==> src/source/blit_pkg.sv <==
// Blitter shared types
package blit_pkg;

	// One memory phrase
	typedef logic [63:0] phrase_t;
	// One flag per byte of a phrase
	typedef logic [7:0] byte_mask_t;
	// Pixel size code
	typedef logic [2:0] pix_size_t;
	// Memory requester index
	typedef logic [1:0] arb_sel_t;

	// Pixel size codes handled by the compare logic
	localparam pix_size_t PIX_8BPP = 3'd3;
	localparam pix_size_t PIX_16BPP = 3'd4;

	// Requester indices, also the round-robin order
	localparam arb_sel_t SEL_FETCH = 2'd0;
	localparam arb_sel_t SEL_WRITER = 2'd1;
	localparam arb_sel_t SEL_HOST = 2'd2;

	// Blit sequencer states
	typedef enum logic [1:0] {
		state_idle,
		state_run,
		state_finish
	} blit_state_t;

endpackage

==> src/source/blit_ctrl.sv <==
// Blit command sequencer
module blit_ctrl import blit_pkg::*; #(
	parameter int ADDR_W = 10,
	parameter int CNT_W = 8
) (
	input logic sys_clk,
	input logic rst_n,
	input logic cmd_start,
	input logic [ADDR_W-1:0] cmd_src,
	input logic [ADDR_W-1:0] cmd_dst,
	input logic [CNT_W-1:0] cmd_count,
	input pix_size_t cmd_pixsize,
	input logic cmd_dcompen,
	input logic cmd_bcompen,
	input logic [7:0] cmd_pattern,
	input phrase_t cmd_fgcolor,
	input logic wr_done,
	output logic busy,
	output logic done,
	output logic run,
	output logic [ADDR_W-1:0] src_base,
	output logic [ADDR_W-1:0] dst_base,
	output logic [CNT_W-1:0] count,
	output pix_size_t pixsize,
	output logic dcompen,
	output logic bcompen,
	output logic [7:0] pattern,
	output phrase_t fgcolor
);

	blit_state_t state;
	logic [CNT_W-1:0] wr_cnt;
	logic accept;
	logic last_wr;

	// A start is taken in idle and in finish
	assign accept = cmd_start && (state != state_run);
	// Write that completes the run
	assign last_wr = wr_done && ((wr_cnt + CNT_W'(1)) == count);

	always_ff @(posedge sys_clk or negedge rst_n) begin
		if (!rst_n) begin
			state <= state_idle;
			wr_cnt <= '0;
		end else begin
			case (state)
				state_run: begin
					if (wr_done) begin
						wr_cnt <= wr_cnt + CNT_W'(1);
					end
					if (last_wr) begin
						state <= state_finish;
					end
				end
				default: begin
					wr_cnt <= '0;
					if (accept) begin
						// Zero count has nothing to write
						state <= (cmd_count == '0) ? state_finish : state_run;
					end else begin
						state <= state_idle;
					end
				end
			endcase
		end
	end

	// Command registers load on accept
	always_ff @(posedge sys_clk) begin
		if (accept) begin
			src_base <= cmd_src;
			dst_base <= cmd_dst;
			count <= cmd_count;
			pixsize <= cmd_pixsize;
			dcompen <= cmd_dcompen;
			bcompen <= cmd_bcompen;
			pattern <= cmd_pattern;
			fgcolor <= cmd_fgcolor;
		end
	end

	// Run enables fetch and writer
	assign run = (state == state_run);
	// Busy drops in the done cycle
	assign busy = run;
	assign done = (state == state_finish);

endmodule

==> config.mk <==
export PLATFORM = sky130hd
export DESIGN_NAME = blit_ctrl
export DESIGN_NICKNAME = d
export VERILOG_FILES = /design/src/source/blit_pkg.sv /design/src/source/blit_ctrl.sv
export SDC_FILE = /design/constraint.sdc
export NUM_CORES = 1
export LEC_CHECK = 0
export ABC_CLOCK_PERIOD_IN_PS = 5700
export BUFFER_PORTS_ARGS = -buffer_cell sky130_fd_sc_hd__buf_2
export CORE_ASPECT_RATIO = 1.2
export CORE_MARGIN = 1.5
export CORE_UTILIZATION = 47
export CTS_BUF_LIST = sky130_fd_sc_hd__clkbuf_16
export DETAILED_ROUTE_END_ITERATION = 10
export GPL_TIMING_DRIVEN = 1
export PLACE_DENSITY = 0.84
export SYNTH_ARGS = -nofsm -noshare
export SYNTH_HDL_FRONTEND = slang
export SYNTH_SLANG_ARGS = --single-unit
==> constraint.sdc <==
create_clock -name sys_clk -period 5.7 [get_ports sys_clk]
set_input_delay 1.14 -clock sys_clk [delete_from_list [all_inputs] [get_ports sys_clk]]
set_output_delay 1.14 -clock sys_clk [all_outputs]
set_load 0.005 [all_outputs]
======== Word level (Yosys, flattened, before mapping) ========
Index checks and enable logic that the tools add are counted.
word-level totals
  bits of input ports ..................... 109
  register bits ........................... 115
cells by class
  muxes and demuxes ....................... 6
  reduce and logical (&&, ||, !) cells .... 3
  equality and inequality tests ........... 6
  add/sub/neg operators ................... 1
operators with widths
  operator                                                count
  2-to-1 mux 8 bit                                        2
  adder 8 x 1 -> 8 bit (second input constant)            1
  == test 8 bit                                           1
  logical NOT 8 bit                                       1
  2-to-1 mux 2 bit                                        4
  inequality test 2 x 1 -> 1 bit (second input constant)  2
  == test 2 x 1 -> 1 bit (second input constant)          1
  == test 2 bit (second input constant)                   1
  logical AND 1 bit                                       2
  inequality test 2 bit (second input constant)           1

======== Longest topological paths before layout ========
  word-level depth ........................ 5
  mapped depth ............................ 7

======== Worst setup path after synthesis ========
OpenSTA, ideal clock, no wires.
  kind .................................... input-to-reg
  start point ............................. in cmd_start
  end point ............................... reg bcompen, enable pin
  data arrival time ....................... 3.241 ns
  path slack .............................. 2.000 ns
  cell stages on the path ................. 2
  cells stage by stage .................... nand2_1 -> inv_1
on the way
  longest elaborated chain between the ends .. 1
ends and longest elaborated chain
  element               RTL line         RTL
  start, declared       blit_ctrl.sv:8   input logic cmd_start,
  logical AND 1 bit     blit_ctrl.sv:37  assign accept = cmd_start && (state != state_run);
  net accept            blit_ctrl.sv:33  logic accept;
  end signal, assigned  blit_ctrl.sv:76  bcompen <= cmd_bcompen;
  end, declared         blit_ctrl.sv:26  output logic bcompen,
The timed path passes the listed nets, and every way through them passes these cells.
A chain may end at the register's enable or synchronous reset.

======== Worst setup path after layout ========
  start point ............................. reg state[1]
  end point ............................... out run
on the way
  longest elaborated chain between the ends .. 1
ends and longest elaborated chain
  element                 RTL line         RTL
  start, declared         blit_ctrl.sv:31  blit_state_t state;
  start signal, assigned  blit_ctrl.sv:43  state <= state_idle;
  start signal, assigned  blit_ctrl.sv:52  state <= state_finish;
  start signal, assigned  blit_ctrl.sv:59  state <= (cmd_count == '0) ? state_finish : state_run;
  == test 2 x 1 -> 1 bit  blit_ctrl.sv:83  assign run = (state == state_run);
  end, declared           blit_ctrl.sv:20  output logic run,
Every way passes these cells.

==> metrics.txt <==
outcome finished, final reports clean; Routed WL 8.59 mm; Hold WS 0.571 ns; Synth cell types 33; RSZ-0062 raised after global routing false; min Tclk post-route 2.54 ns; number of max-slew violations in the final report 0; post-DR vias/cell 4.93; critical path class reg -> out; number of synthesized flops with an enable pin 105; core region area 8060 um2; largest net degree at the start of global routing 106; Layout area overhead 45.4%; vias 2572; Synth Flop Type edfxtp_1; Crit-path slowest cell dfrtp_1; FF-to-FF path depth 3; Top delay family on crit path flip-flops; initial antenna violation count 0; Final Hold Fails 0; worst slew pin tran 1.26 ns; #FFs+latches synth 115; worst vdd ir 0.261 mV; Syn Inst Count 187; Final period util 44.5%; hold depth 2; first-pass GRT wire length 12.5 mm; row count 36; Crit. End Element primary output; max_cap viols 0; root buf cell clkbuf_16; worst path buffer plus inverter count 2; worst-skew pair later-pin latency 0.40 ns; die width 86.0 um; IO Port Bufs 216; FMAX 394 MHz; number of global-route vias before repair 2598; clock sink total 115; Seq pwr share 44.7%; Critical Path Start Type flip-flop; clock buffer depth 2; GRT overflow 0; CTS Hold Bufs 0; CTS tree built; Max-Slew Margin vs Limit 16.0%; First-pass DRT Iterations 4; nets@finish 525; synth warn 0; synthesized netlist net count 297; Ant. Diodes 0; cell taking the most area after synthesis edfxtp_1; Critical Path AT 1.40 ns; Switching Fraction 21.7%; initial DRC count 104; routability cong. 0.811; clock buffer count from CTS 17; Yosys top cell area share 81.2%; setup TNS 0 ns; Fillers 549; Worst Hold Class reg -> reg; clock share of power 47.0%; Critical Path Stages 3; Total Routing Usage GR 19.8%; Power Density 402 nW/um2; DRC viols 0; Gate power share 8.3%; top cells by area, synth edfxtp_1 81%, dfrtp_1 6.4%, xnor2_1 1.4%; post-CTS setup buffers 0; CP Data Required Time 4.56 ns; Setup-failing EPs final 0; Resized Gates After CTS 0; H-tree level count 4; async set-reset flop share out of synthesis 8.70%; switching power total 493 uW; Routed Antenna Nets 0; cells along the critical path nand2b_1 -> inv_1 -> buf_2; Mapped Area 3880 um2; Die Span Y 103 um; Ports 217; delay of the slowest cell on the worst path 0.37 ns; Pint 1.78 mW; Routed WL per cell 16.5 um; Starting Density 48.2%; crit path max fanout 11; CTS clk-pin slew, worst paths 0.05 ns; final clock skew 0.00642 ns; Leak Pwr 2.34 nW; Synth Area per Inst 20.8 um2; Die ar. 8820 um2; PnR Total Power 2.27 mW; post-DP HPWL 6.23 mm; sequential share of the synthesized area 87.6%; share of layout cells above drive strength 1 57.6%
## sequential cells by signal, indices dropped and copies added, names as in the netlist
name and count:
bcompen 1, dst_base 10, count 8, fgcolor 64, state 2, pixsize 3
dcompen 1, wr_cnt 8, src_base 10, pattern 8
## layer usage
layer / global-route usage [%] / up-vias / routed length, um / share of wire, %
met5: 0 / - / 0 / 0
met4: 10.8 / 0 / 234 / 2.7
met3: 9.69 / 22 / 796 / 9.3
met2: 33.7 / 134 / 4580 / 53
met1: 20.1 / 1228 / 2980 / 35
li1: - / 1188 / - / -
## per-stage QoR
step	setup slack, ns	util, %	area, um2	std cells
after floorplan	2.00	-	3880	187
after global placement	3.06	62.6	5050	491
after detailed placement	3.00	62.6	5050	491
after CTS	3.14	70.0	5650	522
after global routing	3.04	70.0	5650	522
final	3.16	70.0	5650	522
## cells in the mapped netlist (2+ instances only)
library cell	n
edfxtp_1	105
dfrtp_1	10
nand2_1	7
nor2_1	6
xnor2_1	6
nand4_1	5
xor2_1	5
a21oi_1	4
o21ai_0	4
or3_1	4
buf_2	3
nand3_1	3
buf_4	2
clkbuf_1	2
inv_1	2
nor4_1	2
## logic make-up after synthesis
family / after synthesis / share of synthesized area, %
buf+inv: 9 / 1.16
simple gates: 33 / 4.67
fa+ha+maj: 1 / 0.322
mux: 1 / 0.258
xor+xnor: 13 / 3.32
compound gates: 15 / 2.64
flops: 115 / 87.6
## tightest hold or removal path: stages, from the launching register on
cell,delay (ns)
dfrtp_1,0.39
o21ai_0,0.08
a21oi_1,0.06
## layout make-up
cell class	instances	area, um2	share of cell area [%]
multi-input combinational	63	435	7.71
sequential	115	3400	60.3
inverter	2	10.0	0.177
clock buffer	17	425	7.54
timing repair buffer	216	1080	19.1
tap	95	119	2.11
clock inverter	14	171	3.04
## final timing paths
path	startpoint	endpoint	slack [ns]
worst max-delay path	state[1]$_DFFE_PN0P_	run	3.16
worst min-delay path	wr_cnt[7]$_DFFE_PN0P_	wr_cnt[7]$_DFFE_PN0P_	0.57
worst max register to register	state[1]$_DFFE_PN0P_	count[6]$_DFFE_PP_	3.43
worst min register to register	wr_cnt[7]$_DFFE_PN0P_	wr_cnt[7]$_DFFE_PN0P_	0.57
max in group asynchronous	rst_n	wr_cnt[7]$_DFFE_PN0P_	4.90
min in group asynchronous	rst_n	state[0]$_DFFE_PN0P_	0.60
## cell usage in the layout, fill, tap and decap left out, types with 5 or more instances in the layout
| master | n |
|---|---|
| nand2_1 | 7 |
| buf_2 | 216 |
| xor2_1 | 5 |
| nand4_1 | 5 |
| edfxtp_1 | 105 |
| nor2_1 | 6 |
| xnor2_1 | 6 |
| dfrtp_1 | 10 |
| clkbuf_16 | 17 |
## power groups by stage
| stage | clock [mW] | sequential [mW] | combinational, mW |
|---|---|---|---|
| 3_3_place_gp | 0 | 1.03 | 0.181 |
| 5_1_grt | 1.11 | 1.02 | 0.215 |
| 6_report | 1.07 | 1.01 | 0.189 |
| 4_1_cts | 1.08 | 1.01 | 0.191 |
| 3_5_place_dp | 0 | 1.03 | 0.190 |
| 2_1_floorplan | 0 | 1.00 | 0.142 |
No activity file was read; power rests on OpenSTA's default activity.
