## src/source/blit_pkg.sv

```systemverilog
// Blitter shared types
package blit_pkg;

	// One memory phrase
	typedef logic [63:0] phrase_t;
	// One flag per byte of a phrase
	typedef logic [7:0] byte_mask_t;
	// Pixel size code
	typedef logic [2:0] pix_size_t;
	// Memory requester index
	typedef logic [1:0] arb_sel_t;

	// Pixel size codes handled by the compare logic
	localparam pix_size_t PIX_8BPP = 3'd3;
	localparam pix_size_t PIX_16BPP = 3'd4;

	// Requester indices, also the round-robin order
	localparam arb_sel_t SEL_FETCH = 2'd0;
	localparam arb_sel_t SEL_WRITER = 2'd1;
	localparam arb_sel_t SEL_HOST = 2'd2;

	// Blit sequencer states
	typedef enum logic [1:0] {
		state_idle,
		state_run,
		state_finish
	} blit_state_t;

endpackage

```

## src/source/dst_writer.sv

```systemverilog
// Destination write buffer
module dst_writer import blit_pkg::*; #(
	parameter int ADDR_W = 10,
	parameter int BUF_DEPTH = 2
) (
	input logic sys_clk,
	input logic rst_n,
	input logic run,
	input logic [ADDR_W-1:0] dst_base,
	input logic in_valid,
	input phrase_t in_data,
	input byte_mask_t dbinh_n,
	input logic gnt,
	output logic req,
	output logic [ADDR_W-1:0] addr,
	output phrase_t wdata,
	output byte_mask_t be,
	output logic credit_ret,
	output logic wr_done
);

	localparam int PTR_W = (BUF_DEPTH > 1) ? $clog2(BUF_DEPTH) : 1;
	localparam int FILL_W = $clog2(BUF_DEPTH + 1);

	phrase_t buf_data [BUF_DEPTH];
	byte_mask_t buf_mask [BUF_DEPTH];
	logic [PTR_W-1:0] wr_ptr;
	logic [PTR_W-1:0] rd_ptr;
	logic [FILL_W-1:0] fill;
	logic [ADDR_W-1:0] wr_idx;
	logic pop;

	// Head entry drives the write
	assign req = (fill != '0);
	assign addr = dst_base + wr_idx;
	assign wdata = buf_data[rd_ptr];
	// Inhibited bytes are simply not enabled
	assign be = buf_mask[rd_ptr];
	assign pop = req && gnt;

	// Each write frees a slot and completes a phrase
	assign credit_ret = pop;
	assign wr_done = pop;

	always_ff @(posedge sys_clk or negedge rst_n) begin
		if (!rst_n) begin
			wr_ptr <= '0;
			rd_ptr <= '0;
			fill <= '0;
		end else begin
			if (in_valid) begin
				wr_ptr <= (wr_ptr == PTR_W'(BUF_DEPTH - 1)) ? '0 : wr_ptr + PTR_W'(1);
			end
			if (pop) begin
				rd_ptr <= (rd_ptr == PTR_W'(BUF_DEPTH - 1)) ? '0 : rd_ptr + PTR_W'(1);
			end
			// Credits keep the push side from overrunning
			fill <= fill + FILL_W'(in_valid) - FILL_W'(pop);
		end
	end

	// Destination index restarts with each blit
	always_ff @(posedge sys_clk or negedge rst_n) begin
		if (!rst_n) begin
			wr_idx <= '0;
		end else if (!run) begin
			wr_idx <= '0;
		end else if (pop) begin
			wr_idx <= wr_idx + ADDR_W'(1);
		end
	end

	// Slot storage
	always_ff @(posedge sys_clk) begin
		if (in_valid) begin
			buf_data[wr_ptr] <= in_data;
			buf_mask[wr_ptr] <= dbinh_n;
		end
	end

endmodule

```

## config.mk

```make
export PLATFORM = sky130hd
export DESIGN_NAME = dst_writer
export DESIGN_NICKNAME = d
export VERILOG_FILES = /design/src/source/blit_pkg.sv /design/src/source/dst_writer.sv
export SDC_FILE = /design/constraint.sdc
export NUM_CORES = 1
export LEC_CHECK = 0
export BUFFER_PORTS_ARGS = -buffer_cell sky130_fd_sc_hd__buf_2
export CAP_MARGIN = 10
export CORE_ASPECT_RATIO = 1.5
export CORE_MARGIN = 5
export CORE_UTILIZATION = 47
export CTS_CLUSTER_DIAMETER = 100
export DETAILED_ROUTE_END_ITERATION = 12
export PLACE_DENSITY_LB_ADDON = 0.1
export SLEW_MARGIN = 20
export SYNTH_ARGS = -nofsm -noshare
export SYNTH_HDL_FRONTEND = slang
export SYNTH_SLANG_ARGS = --single-unit
```

## constraint.sdc

```tcl
create_clock -name sys_clk -period 3.7 [get_ports sys_clk]
set_input_delay 0.925 -clock sys_clk [delete_from_list [all_inputs] [get_ports sys_clk]]
set_output_delay 0.925 -clock sys_clk [all_outputs]
set_load 0.02 [all_outputs]
```

# Word level (Yosys, flattened, before mapping)

Memories as Yosys holds them, arrays and structs flattened.
Index checks and enable logic that the tools add are counted.

Bits in registers: 14
Bits in latches: 0
RAM bits: 144
ROM bits: 0
Input port bits: 87
Output and inout bits: 85
Logic and storage cells: 21
Memories kept: 2

Memories:

| memory   | words | bits a word | read ports | clocked after Yosys merged registers in | write ports | line             | RTL |
|---|---|---|---|---|---|---|---|
| buf_data | 2     | 64          | 1          | 0                                       | 1           | dst_writer.sv:25 | `phrase_t buf_data [BUF_DEPTH];` |
| buf_mask | 2     | 8           | 1          | 0                                       | 1           | dst_writer.sv:26 | `byte_mask_t buf_mask [BUF_DEPTH];` |

Add/sub/neg operators: 6
Multiply operators: 0
Divide/modulo/power cells: 0
$lt $le $gt $ge: 0
Equality and inequality tests: 1
Shifts and indexed selects: 0
Muxes and demuxes: 6
Bitwise logic cells: 0
Reductions and logical operators: 2

Operators by type and width:

| kind                    | count |
|---|---|
| $mux W10                | 2 |
| $add A10 B1 Y10 const B | 1 |
| $add A10 B10 Y10        | 1 |
| $mux W1                 | 4 |
| $add A1 B1 Y1 const B   | 2 |
| $add A2 B1 Y2           | 1 |
| $ne A2 B1 Y1 const B    | 1 |
| $reduce_bool A2 Y1      | 1 |
| $sub A2 B1 Y2           | 1 |
| $logic_and A1 B1 Y1     | 1 |

# Longest topological paths before layout

Depth after elaboration: 4
Mapped depth: 8
Mapped depth without buffers: 8

# Worst setup path before layout

No wires, ideal clock.

Kind: input -> register
Start: in in_valid
End: mem buf_data[0][0] in the netlist's numbering (enable)
Library setup time: 0.511 ns
Arrival time: 4.081 ns
Data required time: 3.189 ns
Path slack: -0.892 ns
Cell stages on the path: 1
Path buffers: 0
Cells stage by stage: nor2b_1

Longest elaborated chain between the ends: 2

RTL lines:

| what                          | line             | RTL |
|---|---|---|
| from (decl)                   | dst_writer.sv:10 | `input logic in_valid,` |
| $mux W1                       | dst_writer.sv:75 | `if (in_valid) begin` |
| $mux W1 (not written as such) | dst_writer.sv:76 | `buf_data[wr_ptr] <= in_data;` |
| to (decl)                     | dst_writer.sv:25 |  |

No other way between the ends.

# Final worst setup path

Start: in dst_base[3]
End: out addr[9]

Longest elaborated chain between the ends: 1

RTL lines:

| what             | line             | RTL |
|---|---|---|
| from (decl)      | dst_writer.sv:9  | `input logic [ADDR_W-1:0] dst_base,` |
| $add A10 B10 Y10 | dst_writer.sv:35 | `assign addr = dst_base + wr_idx;` |
| to (decl)        | dst_writer.sv:15 | `output logic [ADDR_W-1:0] addr,` |

No other way between the ends.

==> reports/results.txt <==
The share of final-layout standard cells stronger than drive strength 1 was 0.5436; the cell depth of the worst flop-to-flop path was 7. The logs give 4 for the iteration count of the initial detailed-routing pass and 0 for the global route total overflow. The highest fanout seen on the critical path was 5. The register bit total from synthesis works out to 158. The leading register cell type out of synthesis was sky130_fd_sc_hd__edfxtp_1. The category of the worst setup path capture point was an output port. The startpoint of the worst-slack reg-to-reg timing path is fill[0]$_DFF_PN0_. The tools report the count of fill cells added during filler insertion as 1039. The root buffer cell chosen for the clock tree is sky130_fd_sc_hd__clkbuf_16. Setup violations remaining at the end of the flow were counted as 0. sky130_fd_sc_hd__edfxtp_1 takes more of the synthesized area than any other cell. The leakage power is 3.178 nW. The netlist uses 33 different library cells. The flow ran to the end, and the final reports show no timing, DRC or antenna violations. The H-tree generated during clock tree synthesis spans 4 levels. The overall power of the completed layout was 6.015 mW. The count of synthesis-stage warnings from yosys is 0, and the share of power burned in the clock network is 0.288.

For the number of antenna violations at the first check in global routing, the log shows 2. Ratio of final minimum period to clock period: 0.9602. The run gives 0 as the max-slew violation count. The remaining routing DRC violations was 0.

Combinational fraction of design power: 0.283. The tools report the final net count as 616. Ranked by total cell area, the synthesized netlist is headed by sky130_fd_sc_hd__edfxtp_1 (69%), sky130_fd_sc_hd__mux2_2 (13%), sky130_fd_sc_hd__dfrtp_1 (5.6%), sky130_fd_sc_hd__ha_1 (2.4%), sky130_fd_sc_hd__xnor2_1 (2.4%).

The count of buffers from port buffering was 171. The library cell used most frequently in the layout, excluding fill and tap cells, is sky130_fd_sc_hd__buf_2. The tree built by TritonCTS fans out to 158 sinks. The part of the power in registers is 0.429. The minimum clock period after layout is 3.553 ns, and the post-cts sizing count is 0. TritonCTS built the clock tree. The run gives 0.7460 as the post-synthesis sequential area ratio. Net switching fraction of the power: 0.3126. For this design the total switching power over the nets is 1.880 mW. From synthesis to final layout, the design area changed by 26.44%. The die covers 0.01579 mm2. Routability-driven placement finished with a final weighted congestion of 0.7029.

The synthesized instance count was 333; the wire length per cell was 17.50 um. In this run, synthesis inferred 144 flip-flops with an integrated enable. Entering global routing, the biggest net connects 74 pins. In this run the remaining antenna-violating nets after routing total 0. For this block, the routed nets add up to 12.02 mm of wire.

The hold buffer count at CTS is 0, and the number of diodes added for antenna fixing is 0. Worst hold-check path type: in -> async. The longest clock path from root to sink contains 2 buffers.

172 I/O pins were placed. After clock tree synthesis, the setup repair step added 0 buffers. The initialized floorplan defines 51 standard-cell rows. The areal power density over the cells came out at 759.2 mW/mm2. The tools report the nature of the critical path startpoint as an input port.

Based on the critical path, the design can be clocked at up to 281.5 MHz. The wire-length estimate of the detail-placed layout is 8.379 mm. Measured along the y axis, the die boundary spans 151.4 um. Synthesized cell area: 0.006266 mm2. The most critical setup path has its endpoint at addr[9]. The internal portion of the total power is 4.135 mW.

Leaving out fill and tap cells, the most frequent cells in the layout are sky130_fd_sc_hd__buf_2 (171), sky130_fd_sc_hd__edfxtp_1 (144), sky130_fd_sc_hd__mux2_2 (72). Placed cell count: 656. The overall die width works out to 104.3 um. The worst path arrival time is 2.63 ns. Counting the buffers created by CTS gives 17.

The later pin in the worst-skew pair is clocked with a latency of 0.41 ns. The slew of the pin with the lowest slew margin works out to 0.9960 ns. Number of endpoints with negative hold slack in the final report: 0. The first global-routing pass estimated 18.89 mm of wire. For the worst hold slack, the log shows 0.4061 ns.

The effective utilization at floorplan is 0.4814, and the data required time at the worst endpoint is 2.77 ns. The global-route total usage across every layer came out at 0.1554. The total area inside the core boundary comes to 0.01302 mm2.

The tools report the max-slew headroom at the worst pin as 0.3360. The average instance in the mapped netlist occupies 18.82 um2. The maximum clock skew at final layout was 0.006208 ns. Across the run, the number of max-cap violations was 0. The endpoint of the worst register-to-register path was fill[1]$_DFF_PN0_. The post-synth net total was 433; the number of vias in the routed layout was 3467. The run gives 3777 as the via count of the first global-routing pass. The critical path starts at dst_base[3].

The total negative slack for setup checks was 0 ns. The clock-pin transition on the worst setup and hold timing paths is 0.06 ns, and the post-layout instance count excluding filler cells is 687. Setup repair after global routing left no endpoint under its margin. The detailed router finished its first iteration with 151 violations. Across all register-to-register paths, the minimum setup slack is 2.07 ns. The top cell type's share of synthesized area came out at 0.6901. The critical path in this run is classified as in -> out.

The worst-case IR drop observed on VDD is 0.4635 mV. Summing all flip-flop and latch instances after layout gives 0.004678 mm2. The multi-input combinational cells in the finished layout cover a total of 0.001520 mm2.

The share of async-settable or async-resettable flops after synthesis works out to 0.08861. After detailed routing, the number of vias per cell comes to 5.047.
-- power groups by stage --
stage	Sequential [mW]	Clock, mW	Combinational [mW]
6_report	2.58	1.73	1.71
5_1_grt	2.62	1.86	1.83
4_1_cts	2.59	1.77	1.75
3_5_place_dp	2.63	0	1.74
3_3_place_gp	2.61	0	1.73
2_1_floorplan	2.45	0	1.30
-- cells by family after synthesis --
kind of cell	Yosys count	share of synthesized area
compound gates	16	0.02197
xor+xnor	22	0.03075
fa+ha+maj	13	0.02716
buf+inv	18	0.01298
flops	158	0.7460
mux	72	0.1294
simple gates	34	0.03175
-- critical path, stage by stage --
cell and delay (ns):
sky130_fd_sc_hd__buf_2 0.10, sky130_fd_sc_hd__ha_1 0.35, sky130_fd_sc_hd__and3_4 0.21, sky130_fd_sc_hd__a2111oi_4 0.41, sky130_fd_sc_hd__o21ai_1 0.13, sky130_fd_sc_hd__a21oi_1 0.19, sky130_fd_sc_hd__xnor2_1 0.13, sky130_fd_sc_hd__buf_2 0.18
-- metal layers --
layer | GRT usage | wire, um
met1 | 0.1494 | 4118
met2 | 0.2903 | 6790
met3 | 0.06226 | 858
met4 | 0.06610 | 228
met5 | 0 | 27
-- sequential cells by signal, indices dropped and copies added, names as in the netlist --
signal / count
rd_ptr: 1
wr_idx: 10
wr_ptr: 1
buf_mask: 16
fill: 2
buf_data: 128
-- how the worst min path moves through the flow --
stage / from / to / slack [ns] / depth (start not counted)
2_1_floorplan: fill[1]$_DFF_PN0_ / fill[1]$_DFF_PN0_ / 0.46 / 1
3_3_place_gp: fill[1]$_DFF_PN0_ / fill[1]$_DFF_PN0_ / 0.48 / 1
3_5_place_dp: fill[1]$_DFF_PN0_ / fill[1]$_DFF_PN0_ / 0.49 / 1
4_1_cts: rst_n / fill[1]$_DFF_PN0_ / 0.40 / 1
5_1_grt: rst_n / fill[1]$_DFF_PN0_ / 0.41 / 1
6_report: rst_n / fill[1]$_DFF_PN0_ / 0.41 / 1
-- synth_stat cells, types with 2 or more instances --
library cell and n:
sky130_fd_sc_hd__a21oi_1 6, sky130_fd_sc_hd__ha_1 12, sky130_fd_sc_hd__xnor2_1 17, sky130_fd_sc_hd__nand2_1 5
sky130_fd_sc_hd__a21o_2 2, sky130_fd_sc_hd__edfxtp_1 144, sky130_fd_sc_hd__xor2_1 5, sky130_fd_sc_hd__o21a_1 2
sky130_fd_sc_hd__and2_1 10, sky130_fd_sc_hd__mux2_2 72, sky130_fd_sc_hd__nor2_1 4, sky130_fd_sc_hd__dfrtp_1 14
sky130_fd_sc_hd__nor2b_1 2, sky130_fd_sc_hd__inv_1 8, sky130_fd_sc_hd__buf_2 8, sky130_fd_sc_hd__and3_1 4
sky130_fd_sc_hd__nand4_1 2
-- final cells by class --
cell class | instances | area share
Inverter | 8 | 0.003790
Tap cell | 159 | 0.02511
Multi-Input combinational cell | 157 | 0.1919
Clock inverter | 12 | 0.02006
Sequential cell | 158 | 0.5905
Clock buffer | 19 | 0.05464
Timing Repair Buffer | 174 | 0.1140
-- per-stage QoR --
| stage | setup slack [ns] | instance area (um2) | utilization |
|---|---|---|---|
| final | 0.1474 | 7923 | 0.6086 |
| after global routing | 0.01213 | 7923 | 0.6086 |
| after CTS | 0.1275 | 7923 | 0.6086 |
| after detailed placement | 0.1279 | 7331 | 0.5631 |
| after global placement | 0.1570 | 7331 | 0.5631 |
| after floorplan | 0.4056 | 6269 | - |
Power figures use the tool's default switching activity.
