### src/source/blit_pkg.sv
// Blitter shared types
package blit_pkg;

	// One memory phrase
	typedef logic [63:0] phrase_t;
	// One flag per byte of a phrase
	typedef logic [7:0] byte_mask_t;
	// Pixel size code
	typedef logic [2:0] pix_size_t;
	// Memory requester index
	typedef logic [1:0] arb_sel_t;

	// Pixel size codes handled by the compare logic
	localparam pix_size_t PIX_8BPP = 3'd3;
	localparam pix_size_t PIX_16BPP = 3'd4;

	// Requester indices, also the round-robin order
	localparam arb_sel_t SEL_FETCH = 2'd0;
	localparam arb_sel_t SEL_WRITER = 2'd1;
	localparam arb_sel_t SEL_HOST = 2'd2;

	// Blit sequencer states
	typedef enum logic [1:0] {
		state_idle,
		state_run,
		state_finish
	} blit_state_t;

endpackage

### src/source/data_compare.sv
// Byte-wise pattern compare
module data_compare import blit_pkg::*; (
	input logic sys_clk,
	input logic rst_n,
	input logic in_valid,
	input phrase_t in_data,
	input logic [7:0] pattern,
	output logic out_valid,
	output phrase_t out_data,
	output byte_mask_t dcomp
);

	byte_mask_t eq;

	// One equality flag per source byte
	always_comb begin
		for (int i = 0; i < 8; i++) begin
			eq[i] = (in_data[8*i +: 8] == pattern);
		end
	end

	// Valid stage
	always_ff @(posedge sys_clk or negedge rst_n) begin
		if (!rst_n) begin
			out_valid <= 1'b0;
		end else begin
			out_valid <= in_valid;
		end
	end

	// Data and compare result travel with the valid
	always_ff @(posedge sys_clk) begin
		out_data <= in_data;
		dcomp <= eq;
	end

endmodule

### config.mk
export PLATFORM = sky130hd
export DESIGN_NAME = data_compare
export DESIGN_NICKNAME = d
export VERILOG_FILES = /design/src/source/blit_pkg.sv /design/src/source/data_compare.sv
export SDC_FILE = /design/constraint.sdc
export NUM_CORES = 1
export LEC_CHECK = 0
export BUFFER_PORTS_ARGS = -buffer_cell sky130_fd_sc_hd__buf_2
export CAP_MARGIN = 15
export CORE_MARGIN = 3
export CORE_UTILIZATION = 44
export CTS_CLUSTER_SIZE = 24
export DETAILED_ROUTE_END_ITERATION = 6
export HOLD_SLACK_MARGIN = 0.1
export PLACE_DENSITY = 0.8
export SYNTH_ARGS = -nofsm -noshare
export SYNTH_HDL_FRONTEND = slang
export SYNTH_SLANG_ARGS = --single-unit
### constraint.sdc
create_clock -name sys_clk -period 0.84 [get_ports sys_clk]
set_clock_uncertainty 0.1 [all_clocks]
set_input_delay 0 -clock sys_clk [delete_from_list [all_inputs] [get_ports sys_clk]]
set_output_delay 0 -clock sys_clk [all_outputs]
set_load 0.02 [all_outputs]
# --- After elaboration in Yosys (flattened, before gate mapping) ---
# Index checks and enable logic that the tools add are counted.
totals:
  ff_bits: 73
  input_bits: 75
  output_inout_bits: 73
  word_cells: 11
classes:
  n_eq_ne: 8
ops:
  columns: ["op", "n"]
  rows:
  - ["$eq A8 B8 Y1", 8]

# --- Logic depth before layout (Yosys ltp) ---
# Gate-level depths: netlist of the first run.
depth:
  ltp_word: 1
  mapped_depth: 4
  depth_no_buf: 3

# --- Least setup slack after synthesis of the first run ---
# No wires, ideal clock.
synth_timing:
  kind: "input to register"
  start: "in pattern[2]"
  end: "reg dcomp[1]"
  t_arrival_ns: 0.445
  slack_ns: 0.231
  path_stages: 4
  n_path_buf: 1
  path_cell_list: "buf_6 > xnor2_1 > nand4_1 > nor2_1"
synth_via:
  elab_chain_len: 1
synth_rtl:
  columns: ["item", "line", "text"]
  rows:
  - ["from (decl)", "data_compare.sv:7", "input logic [7:0] pattern,"]
  - ["$eq A8 B8 Y1", "data_compare.sv:18", "eq[i] = (in_data[8*i +: 8] == pattern);"]
  - ["via eq[1]", "data_compare.sv:13", "byte_mask_t eq;"]
  - ["to (signal assigned)", "data_compare.sv:34", "dcomp <= eq;"]
  - ["to (decl)", "data_compare.sv:10", "output byte_mask_t dcomp"]
# The timed path passes the listed nets, and every way through them passes these cells.

# --- Worst setup path after layout of the first run ---
layout_timing:
  start: "in in_data[43]"
  end: "reg dcomp[5]"
layout_via:
  elab_chain_len: 1
layout_rtl:
  columns: ["item", "line", "text"]
  rows:
  - ["from (decl)", "data_compare.sv:6", "input phrase_t in_data,"]
  - ["$eq A8 B8 Y1", "data_compare.sv:18", null]
  - ["via eq[5]", "data_compare.sv:13", null]
# The timed path passes the listed nets, and every way through them passes these cells.

==> impl_metrics.env, run 1 <==
export IMPL_crit_family="buffers and inverters"
export IMPL_slew_violations=0
export IMPL_wl_per_cell_um=25.6
export IMPL_rsz0062_at_grt="true"
export IMPL_dp_slack_ns=-0.0379
export IMPL_antenna_found_initial=2
export IMPL_finalHoldViolations=29
export IMPL_die_area_um2=6000
export IMPL_drc_errors=0
export IMPL_drv_cap=0
export IMPL_cts_clk_slew_worst_paths_ns=0.09
export IMPL_setup_viol=80
export IMPL_required_ns=1.02
export IMPL_coreArea_um2=4820
export IMPL_fin_util=0.930
export IMPL_finalCritPeriodShare=1.37
export IMPL_drt_total_wl_um=11000
export IMPL_violations="hold timing, setup timing"
export IMPL_register_area_um2=1560
export IMPL_clkPwrFrac=0.376
export IMPL_status="complete, but fails checks"
export IMPL_start_util=0.466
export IMPL_critical_path_buf_inv_count=2
export IMPL_crit_fanout=2
export IMPL_drt_pass1_iter_count=4
export IMPL_p_int_w=0.00636
export IMPL_io_pins=148
export IMPL_synth_area_um2=2250
export IMPL_grt_usage=0.335
export IMPL_synth_cell_types=6
export IMPL_drive_gt1_frac=0.686
export IMPL_cp_slowest_cell="dlygate4sd3_1"
export IMPL_path_cells="buf_2, dlygate4sd3_1, xnor2_1, nand4_1, nor2_1"
export IMPL_power_w=0.00871
export IMPL_worst_slack_ns=-0.310
export IMPL_fin_cells=429
export IMPL_clock_sinks=73
export IMPL_vias=2229
export IMPL_syn_avg_cell_area_um2=13.3
export IMPL_synth_fp_nets=244
export IMPL_p_switching_w=0.00234
export IMPL_ant_nets=0
export IMPL_n_fill_cell=154
export IMPL_power_density_nw_per_um2=1940
export IMPL_grt_remaining_overflow=0
export IMPL_grt_pass1_wl_um=14900
export IMPL_ys_ff_latch=73
export IMPL_grt_pass1_vias=2667
export IMPL_fin_hold_ws_ns=-0.328
export IMPL_dp_cells=375
export IMPL_ys_warn_count=0
export IMPL_dp_hpwl_um=4670
export IMPL_peakVddDrop_mv=1.64
export IMPL_cts_max_level=3
export IMPL_swShare=0.269
export IMPL_die_y_um=77.5
export IMPL_synthCells=169
export IMPL_grt_max_degree=13
export IMPL_hold_class="in2reg"
export IMPL_final_nets=430
export IMPL_cpPeakStageDelay_ns=0.61
export IMPL_io_buffers=147
export IMPL_endpoint_kind="flip-flop"
export IMPL_fp_row_count=25
export IMPL_cts_tree="built"
export IMPL_slew_headroom=0.730
export IMPL_critPathArrivalTime_ns=1.33
export IMPL_synth_seq_area_share=0.653
export IMPL_max_freq_mhz=870
export IMPL_seqPwrFrac=0.432
export IMPL_root_buffer="clkbuf_8"
export IMPL_synthToLayoutAreaGrowth_pct=99.4
export IMPL_critPathLaunchType="primary input"
export IMPL_min_period_ns=1.15
export IMPL_cts_inserted_buffers=9
export IMPL_p_comb_frac=0.192
export IMPL_multiInputGateArea_um2=923
export IMPL_p_leak_nw=2.05
export IMPL_dieWidth_um=77.5
export IMPL_drt_iter0_markers=195
export IMPL_clock_path_buffers=2
export IMPL_gp_congestion=0.793
export IMPL_viasPerCell=5.20
export IMPL_path_class="in2reg"
export IMPL_worst_slew_pin_slew_ns=0.405
path summary, 6_finish.rpt:
kind	startpoint	end	cells past startpoint
setup / recovery	in_data[43]	dcomp[5]	5
min in group asynchronous	rst_n	out_valid	3
hold / removal	in_data[16]	out_data[16]	1
max in group asynchronous	rst_n	out_valid	3
area by class of cell:
class                           instances  share of cell area
Multi-Input combinational cell         88               0.206
Antenna cell                            2             0.00112
Tap cell                               67              0.0187
Clock buffer                           11              0.0338
Timing Repair Buffer                  183               0.376
Sequential cell                        73               0.347
Clock inverter                          5              0.0173
state kept, by name, summed over array words and instances, names as in the netlist:
name / count
dcomp: 8
out_data: 64
out_valid: 1
metrics by stage:
step                      area, um2  setup TNS (ns)
after floorplan                2250               0
after global placement         2980               0
after detailed placement       2980         -0.0949
after CTS                      4420           -4.57
after global routing           4480           -8.27
final                          4480           -6.41
Yosys cell counts (all sizes together):
library cell | n | area (um2)
dfxtp | 72 | 1440
xnor2 | 64 | 561
nand4 | 16 | 100
buf | 8 | 90.1
nor2 | 8 | 30.0
dfrtp | 1 | 25.0
repair_timing:
item / CTS / global route
hold buffers: 67 / 21
endpoints found under the setup margin: 73 / 81
buffers inserted: 0 / 0
hold endpoints to repair: 74 / 52
pin swaps: 0 / 52
gates resized for setup: 216 / 46
cell families (layout without fill, tap and decap cells):
kind of cell / count (synthesis) / count (layout) / share of synthesized area
flip-flops: 73 / 73 / 0.653
AND/OR/NAND/NOR: 24 / 24 / 0.0579
XOR/XNOR: 64 / 64 / 0.249
buffers and inverters: 8 / 199 / 0.0401
other: 0 / 2 / 0
power groups by stage:
stage / Combinational, W / Clock (W) / Sequential (W)
after floorplan: 0.000383 / 0 / 0.00397
after global placement: 0.00101 / 0 / 0.00374
after detailed placement: 0.00103 / 0 / 0.00374
after CTS: 0.00146 / 0.00313 / 0.00374
after global routing: 0.00173 / 0.00341 / 0.00377
final: 0.00167 / 0.00327 / 0.00376
metal layers:
metal	GRT usage	vias to the layer above	wire, um
li1	-	917	-
met1	0.316	1081	3650
met2	0.622	187	5770
met3	0.140	44	950
met4	0.157	0	592
met5	0	-	0
placed cells by master, fill, tap and decap left out:
| cell | n |
|---|---|
| clkinv_2 | 2 |
| nand4_1 | 16 |
| dlygate4sd3_1 | 43 |
| buf_6 | 74 |
| bufinv_16 | 2 |
| clkinvlp_4 | 1 |
| clkbuf_8 | 11 |
| dfxtp_2 | 72 |
| xnor2_2 | 31 |
| dfrtp_1 | 1 |
| xnor2_1 | 33 |
| buf_2 | 54 |
| nor2_1 | 8 |
| diode_2 | 2 |
| dlymetal6s4s_1 | 12 |
Note: power is estimated with default switching activity, not from simulation.
==> inputs of run 2 (changes only) <==
--- a/config.mk
+++ b/config.mk
@@ -7,12 +7,15 @@
 export LEC_CHECK = 0
 export BUFFER_PORTS_ARGS = -buffer_cell sky130_fd_sc_hd__buf_2
 export CAP_MARGIN = 15
+export CORE_ASPECT_RATIO = 0.7
 export CORE_MARGIN = 3
 export CORE_UTILIZATION = 44
 export CTS_CLUSTER_SIZE = 24
 export DETAILED_ROUTE_END_ITERATION = 6
 export HOLD_SLACK_MARGIN = 0.1
+export MAX_ROUTING_LAYER = met4
 export PLACE_DENSITY = 0.8
+export SETUP_SLACK_MARGIN = 0.2
 export SYNTH_ARGS = -nofsm -noshare
 export SYNTH_HDL_FRONTEND = slang
 export SYNTH_SLANG_ARGS = --single-unit
==> run 2 against run 1 <==
  * Via count decreased by 6.6%
  * Critical endpoint is now dcomp[1]
  * The flow still finishes with violations (hold timing, setup timing)
  * Highest routed layer unchanged
  * Fmax rose by 8.7%
  * Die area up 0.22%
==> impl_metrics.env, run 2 (same netlist as run 1, synthesis figures left out) <==
export IMPL_io_pins=148
export IMPL_wl_per_cell_um=20.2
export IMPL_min_period_ns=1.06
export IMPL_root_buffer="clkbuf_8"
export IMPL_worst_slack_ns=-0.218
export IMPL_grt_pass1_vias=2341
export IMPL_path_cells="buf_2, dlygate4sd3_1, xnor2_1, nand4_1, nor2_1"
export IMPL_cpPeakStageDelay_ns=0.60
export IMPL_fin_util=0.899
export IMPL_crit_fanout=2
export IMPL_grt_max_degree=13
export IMPL_start_util=0.462
export IMPL_synthToLayoutAreaGrowth_pct=94.4
export IMPL_max_freq_mhz=945
export IMPL_coreArea_um2=4860
export IMPL_cts_max_level=3
export IMPL_clock_sinks=73
export IMPL_fp_row_count=21
export IMPL_placedInstanceArea_um2=2980
export IMPL_critPathLaunchType="primary input"
export IMPL_drt_pass1_iter_count=4
export IMPL_io_buffers=147
export IMPL_die_y_um=65.8
export IMPL_path_class="in2reg"
export IMPL_finalCritPeriodShare=1.26
export IMPL_cts_tree="built"
export IMPL_reg_top3="out_data x64, dcomp x8, out_valid x1"
export IMPL_layout_common_cells="buf_6, dfxtp_2, buf_2, xnor2_1, dlygate4sd3_1"
export IMPL_setup_viol=81
export IMPL_final_nets=441
export IMPL_ant_nets=0
export IMPL_worstHoldPathCells=1
export IMPL_viasPerCell=4.73
export IMPL_drv_cap=0
export IMPL_drc_errors=0
export IMPL_cts_setup_buffers=0
export IMPL_stdcell_area_um2=4370
export IMPL_largest_register_ffs=64
export IMPL_grt_pass1_wl_um=13100
export IMPL_layout_commonest_cell="buf_6"
export IMPL_gp_congestion=0.677
export IMPL_clock_path_buffers=2
export IMPL_antenna_found_initial=0
export IMPL_die_area_um2=6010
export IMPL_drt_total_wl_um=8880
export IMPL_peakVddDrop_mv=1.40
export IMPL_regMostFlops="out_data"
export IMPL_dp_slack_ns=-0.0173
export IMPL_endpoint_kind="flip-flop"
export IMPL_slew_headroom=0.768
export IMPL_cp_slowest_cell="dlygate4sd3_1"
export IMPL_critical_path_depth=5
export IMPL_drt_iter0_markers=74
export IMPL_critPathArrivalTime_ns=1.23
export IMPL_worst_slew_pin_slew_ns=0.349
export IMPL_vias=2083
export IMPL_grt_remaining_overflow=0
export IMPL_violations="hold timing, setup timing"
export IMPL_finalHoldViolations=24
export IMPL_fin_hold_ws_ns=-0.327
export IMPL_crit_family="buffers and inverters"
export IMPL_hold_start="in_data[24]"
export IMPL_power_density_nw_per_um2=1960
export IMPL_dieWidth_um=91.4
export IMPL_cts_inserted_buffers=9
export IMPL_grt_usage=0.306
export IMPL_tns_ns=-5.36
export IMPL_status="complete, but fails checks"
export IMPL_p_leak_nw=1.92
export IMPL_rsz0062_at_grt="true"
export IMPL_hold_class="in2reg"
export IMPL_required_ns=1.01
export IMPL_diodes=0
export IMPL_drive_gt1_frac=0.679
export IMPL_critical_path_buf_inv_count=2
export IMPL_slew_violations=0
export IMPL_dp_hpwl_um=4590
export IMPL_n_fill_cell=200
export IMPL_hold_end="out_data[24]"
export IMPL_cts_clk_slew_worst_paths_ns=0.08
## run 2: final cells by class
| type | instances | area [um2] | area share |
|---|---|---|---|
| well taps | 69 | 86.3 | 0.0198 |
| repair buffers | 194 | 1670 | 0.382 |
| clock inverters | 4 | 73.8 | 0.0169 |
| clock buffers | 12 | 165 | 0.0378 |
| flip-flops and latches | 73 | 1560 | 0.356 |
| multi-input cells | 88 | 818 | 0.187 |
## run 2: where the power goes
part,leakage [nW],internal [W],switching (W)
logic,1.17,0.000831,0.000715
clock network,0.123,0.00192,0.00134
registers,0.621,0.00366,0.0000915
total,1.92,0.00641,0.00215
## run 2: layer usage
metal | vias up | part of all wire | global-route usage
li1 | 940 | - | -
met1 | 997 | 0.39 | 0.348
met2 | 127 | 0.51 | 0.532
met3 | 19 | 0.077 | 0.0853
met4 | 0 | 0.023 | 0.0902
met5 | - | 0 | -
## run 2: what timing repair did
item | CTS | global route
cloned | 0 | 0
pin swaps | 0 | 63
hold buffers | 66 | 44
resized for setup | 217 | 20
endpoints found under the hold margin | 74 | 72
endpoints found under the setup margin | 73 | 81
## run 2: stage by stage
step           std cells  total power (W)
2_1_floorplan        169          0.00435
3_3_place_gp         377          0.00475
3_5_place_dp         377          0.00477
4_1_cts              459          0.00839
5_1_grt              440          0.00877
6_report             440          0.00856
## run 2: how the worst max path moves through the flow
stage | start | to | slack (ns)
floorplan | pattern[2] | dcomp[1] | 0.23
global placement | pattern[2] | dcomp[5] | 0.02
detailed placement | pattern[4] | dcomp[4] | -0.02
CTS | out_valid | out_valid | -0.11
global route | in_data[45] | dcomp[5] | -0.25
finish | in_data[14] | dcomp[1] | -0.22
==> inputs of run 3 (changes only) <==
--- a/config.mk
+++ b/config.mk
@@ -15,6 +15,7 @@
 export HOLD_SLACK_MARGIN = 0.1
 export MAX_ROUTING_LAYER = met4
 export PLACE_DENSITY = 0.8
+export RECOVER_POWER = 50
 export SETUP_SLACK_MARGIN = 0.2
 export SYNTH_ARGS = -nofsm -noshare
 export SYNTH_HDL_FRONTEND = slang
==> run 3 against run 2 <==
  * The run still ends with hold timing, setup timing left
  * Fmax hardly changed
  * Sequential share of layout area is 0.22 points higher
  * First-iteration DRC count is 2.7% lower
  * Hold slack better by 0.016 ns
  * Worst setup slack worse by 0.00084 ns
  * Die area stayed put
  * Highest routed layer unchanged
==> impl_metrics.env, run 3 (same netlist as run 1, synthesis figures left out) <==
export IMPL_largest_register_ffs=64
export IMPL_path_class="in2reg"
export IMPL_grt_remaining_overflow=0
export IMPL_crit_fanout=2
export IMPL_hold_class="in2reg"
export IMPL_grt_max_degree=13
export IMPL_grt_pass1_wl_um=13100
export IMPL_synthToLayoutAreaGrowth_pct=93.2
export IMPL_cts_max_level=3
export IMPL_register_area_um2=1560
export IMPL_drv_cap=0
export IMPL_io_buffers=147
export IMPL_viasPerCell=4.74
export IMPL_cp_slowest_cell="dlygate4sd3_1"
export IMPL_drive_gt1_frac=0.623
export IMPL_status="complete, but fails checks"
export IMPL_peakVddDrop_mv=1.40
export IMPL_critPathLaunchType="primary input"
export IMPL_root_buffer="clkbuf_8"
export IMPL_grt_usage=0.306
export IMPL_start_util=0.462
export IMPL_dp_hpwl_um=4590
export IMPL_worst_slack_ns=-0.219
export IMPL_drt_pass1_iter_count=4
export IMPL_gp_congestion=0.677
export IMPL_critical_path_buf_inv_count=2
export IMPL_path_cells="buf_2, dlygate4sd3_1, xnor2_1, nand4_1, nor2_1"
export IMPL_fin_hold_ws_ns=-0.312
export IMPL_reg_top3="out_data x64, dcomp x8, out_valid x1"
export IMPL_io_pins=148
export IMPL_layout_commonest_cell="buf_6"
export IMPL_die_y_um=65.8
export IMPL_max_freq_mhz=945
export IMPL_clock_sinks=73
export IMPL_ant_nets=0
export IMPL_coreArea_um2=4860
export IMPL_die_area_um2=6010
export IMPL_antenna_found_initial=0
export IMPL_power_density_nw_per_um2=1970
export IMPL_worst_slew_pin_slew_ns=0.355
export IMPL_p_leak_nw=1.86
export IMPL_tns_ns=-5.26
export IMPL_layout_common_cells="buf_6, dfxtp_2, buf_2, xnor2_1, dlygate4sd3_1"
export IMPL_slew_headroom=0.763
export IMPL_crit_family="buffers and inverters"
export IMPL_n_fill_cell=217
export IMPL_fp_row_count=21
export IMPL_vias=2086
export IMPL_slew_violations=0
export IMPL_critPathArrivalTime_ns=1.23
export IMPL_drt_total_wl_um=8840
export IMPL_dieWidth_um=91.4
export IMPL_finalHoldViolations=23
export IMPL_dp_slack_ns=-0.0173
export IMPL_drc_errors=0
export IMPL_rsz0062_at_grt="true"
export IMPL_violations="hold timing, setup timing"
export IMPL_cts_tree="built"
export IMPL_regMostFlops="out_data"
export IMPL_multiInputGateArea_um2=818
export IMPL_cts_inserted_buffers=9
export IMPL_setup_viol=81
export IMPL_drt_iter0_markers=72
export IMPL_final_nets=441
export IMPL_finalCritPeriodShare=1.26
export IMPL_min_period_ns=1.06
export IMPL_clock_path_buffers=2
export IMPL_diodes=0
export IMPL_cpPeakStageDelay_ns=0.60
export IMPL_required_ns=1.01
export IMPL_endpoint_kind="flip-flop"
export IMPL_cts_clk_slew_worst_paths_ns=0.07
export IMPL_grt_pass1_vias=2341
export IMPL_wl_per_cell_um=20.1
## run 3: worst paths after layout
| kind | endpoint | start | slack [ns] | cells past startpoint |
|---|---|---|---|---|
| hold / removal | out_data[24] | in_data[24] | -0.31 | 1 |
| min in group asynchronous | out_valid | rst_n | -0.16 | 2 |
| max in group asynchronous | out_valid | rst_n | 0.69 | 2 |
| setup / recovery | dcomp[1] | in_data[14] | -0.22 | 5 |
## run 3: metrics by stage
step	hold WS, ns	std cells	util	total power, W	instance area (um2)
after floorplan	-0.396	169	-	0.00435	2250
final	-0.312	440	0.893	0.00853	4340
after global routing	-0.304	440	0.893	0.00876	4340
after global placement	-0.325	377	0.613	0.00475	2980
after CTS	-0.152	459	0.910	0.00839	4420
after detailed placement	-0.324	377	0.613	0.00477	2980
## run 3: per-layer routing
| layer | vias to the layer above | wire (um) | track usage |
|---|---|---|---|
| met5 | - | 0 | - |
| met2 | 119 | 4540 | 0.532 |
| li1 | 941 | - | - |
| met4 | 0 | 165 | 0.0902 |
| met3 | 15 | 624 | 0.0853 |
| met1 | 1011 | 3510 | 0.348 |
## run 3: what timing repair did
item | in CTS | in global routing
hold endpoints to repair | 74 | 72
hold buffers | 66 | 44
buffers inserted | 0 | 0
gates resized for setup | 217 | 20
setup endpoints to repair | 73 | 81
pin swaps | 0 | 63
## run 3: power breakdown
group	switching, W	internal, W
registers	0.0000914	0.00366
logic	0.000713	0.000817
clock network	0.00134	0.00192
## run 3: cell type report
type,count,share of cell area
flip-flops and latches,73,0.359
well taps,69,0.0199
multi-input cells,88,0.188
repair buffers,194,0.378
clock buffers,12,0.0380
clock inverters,4,0.0170
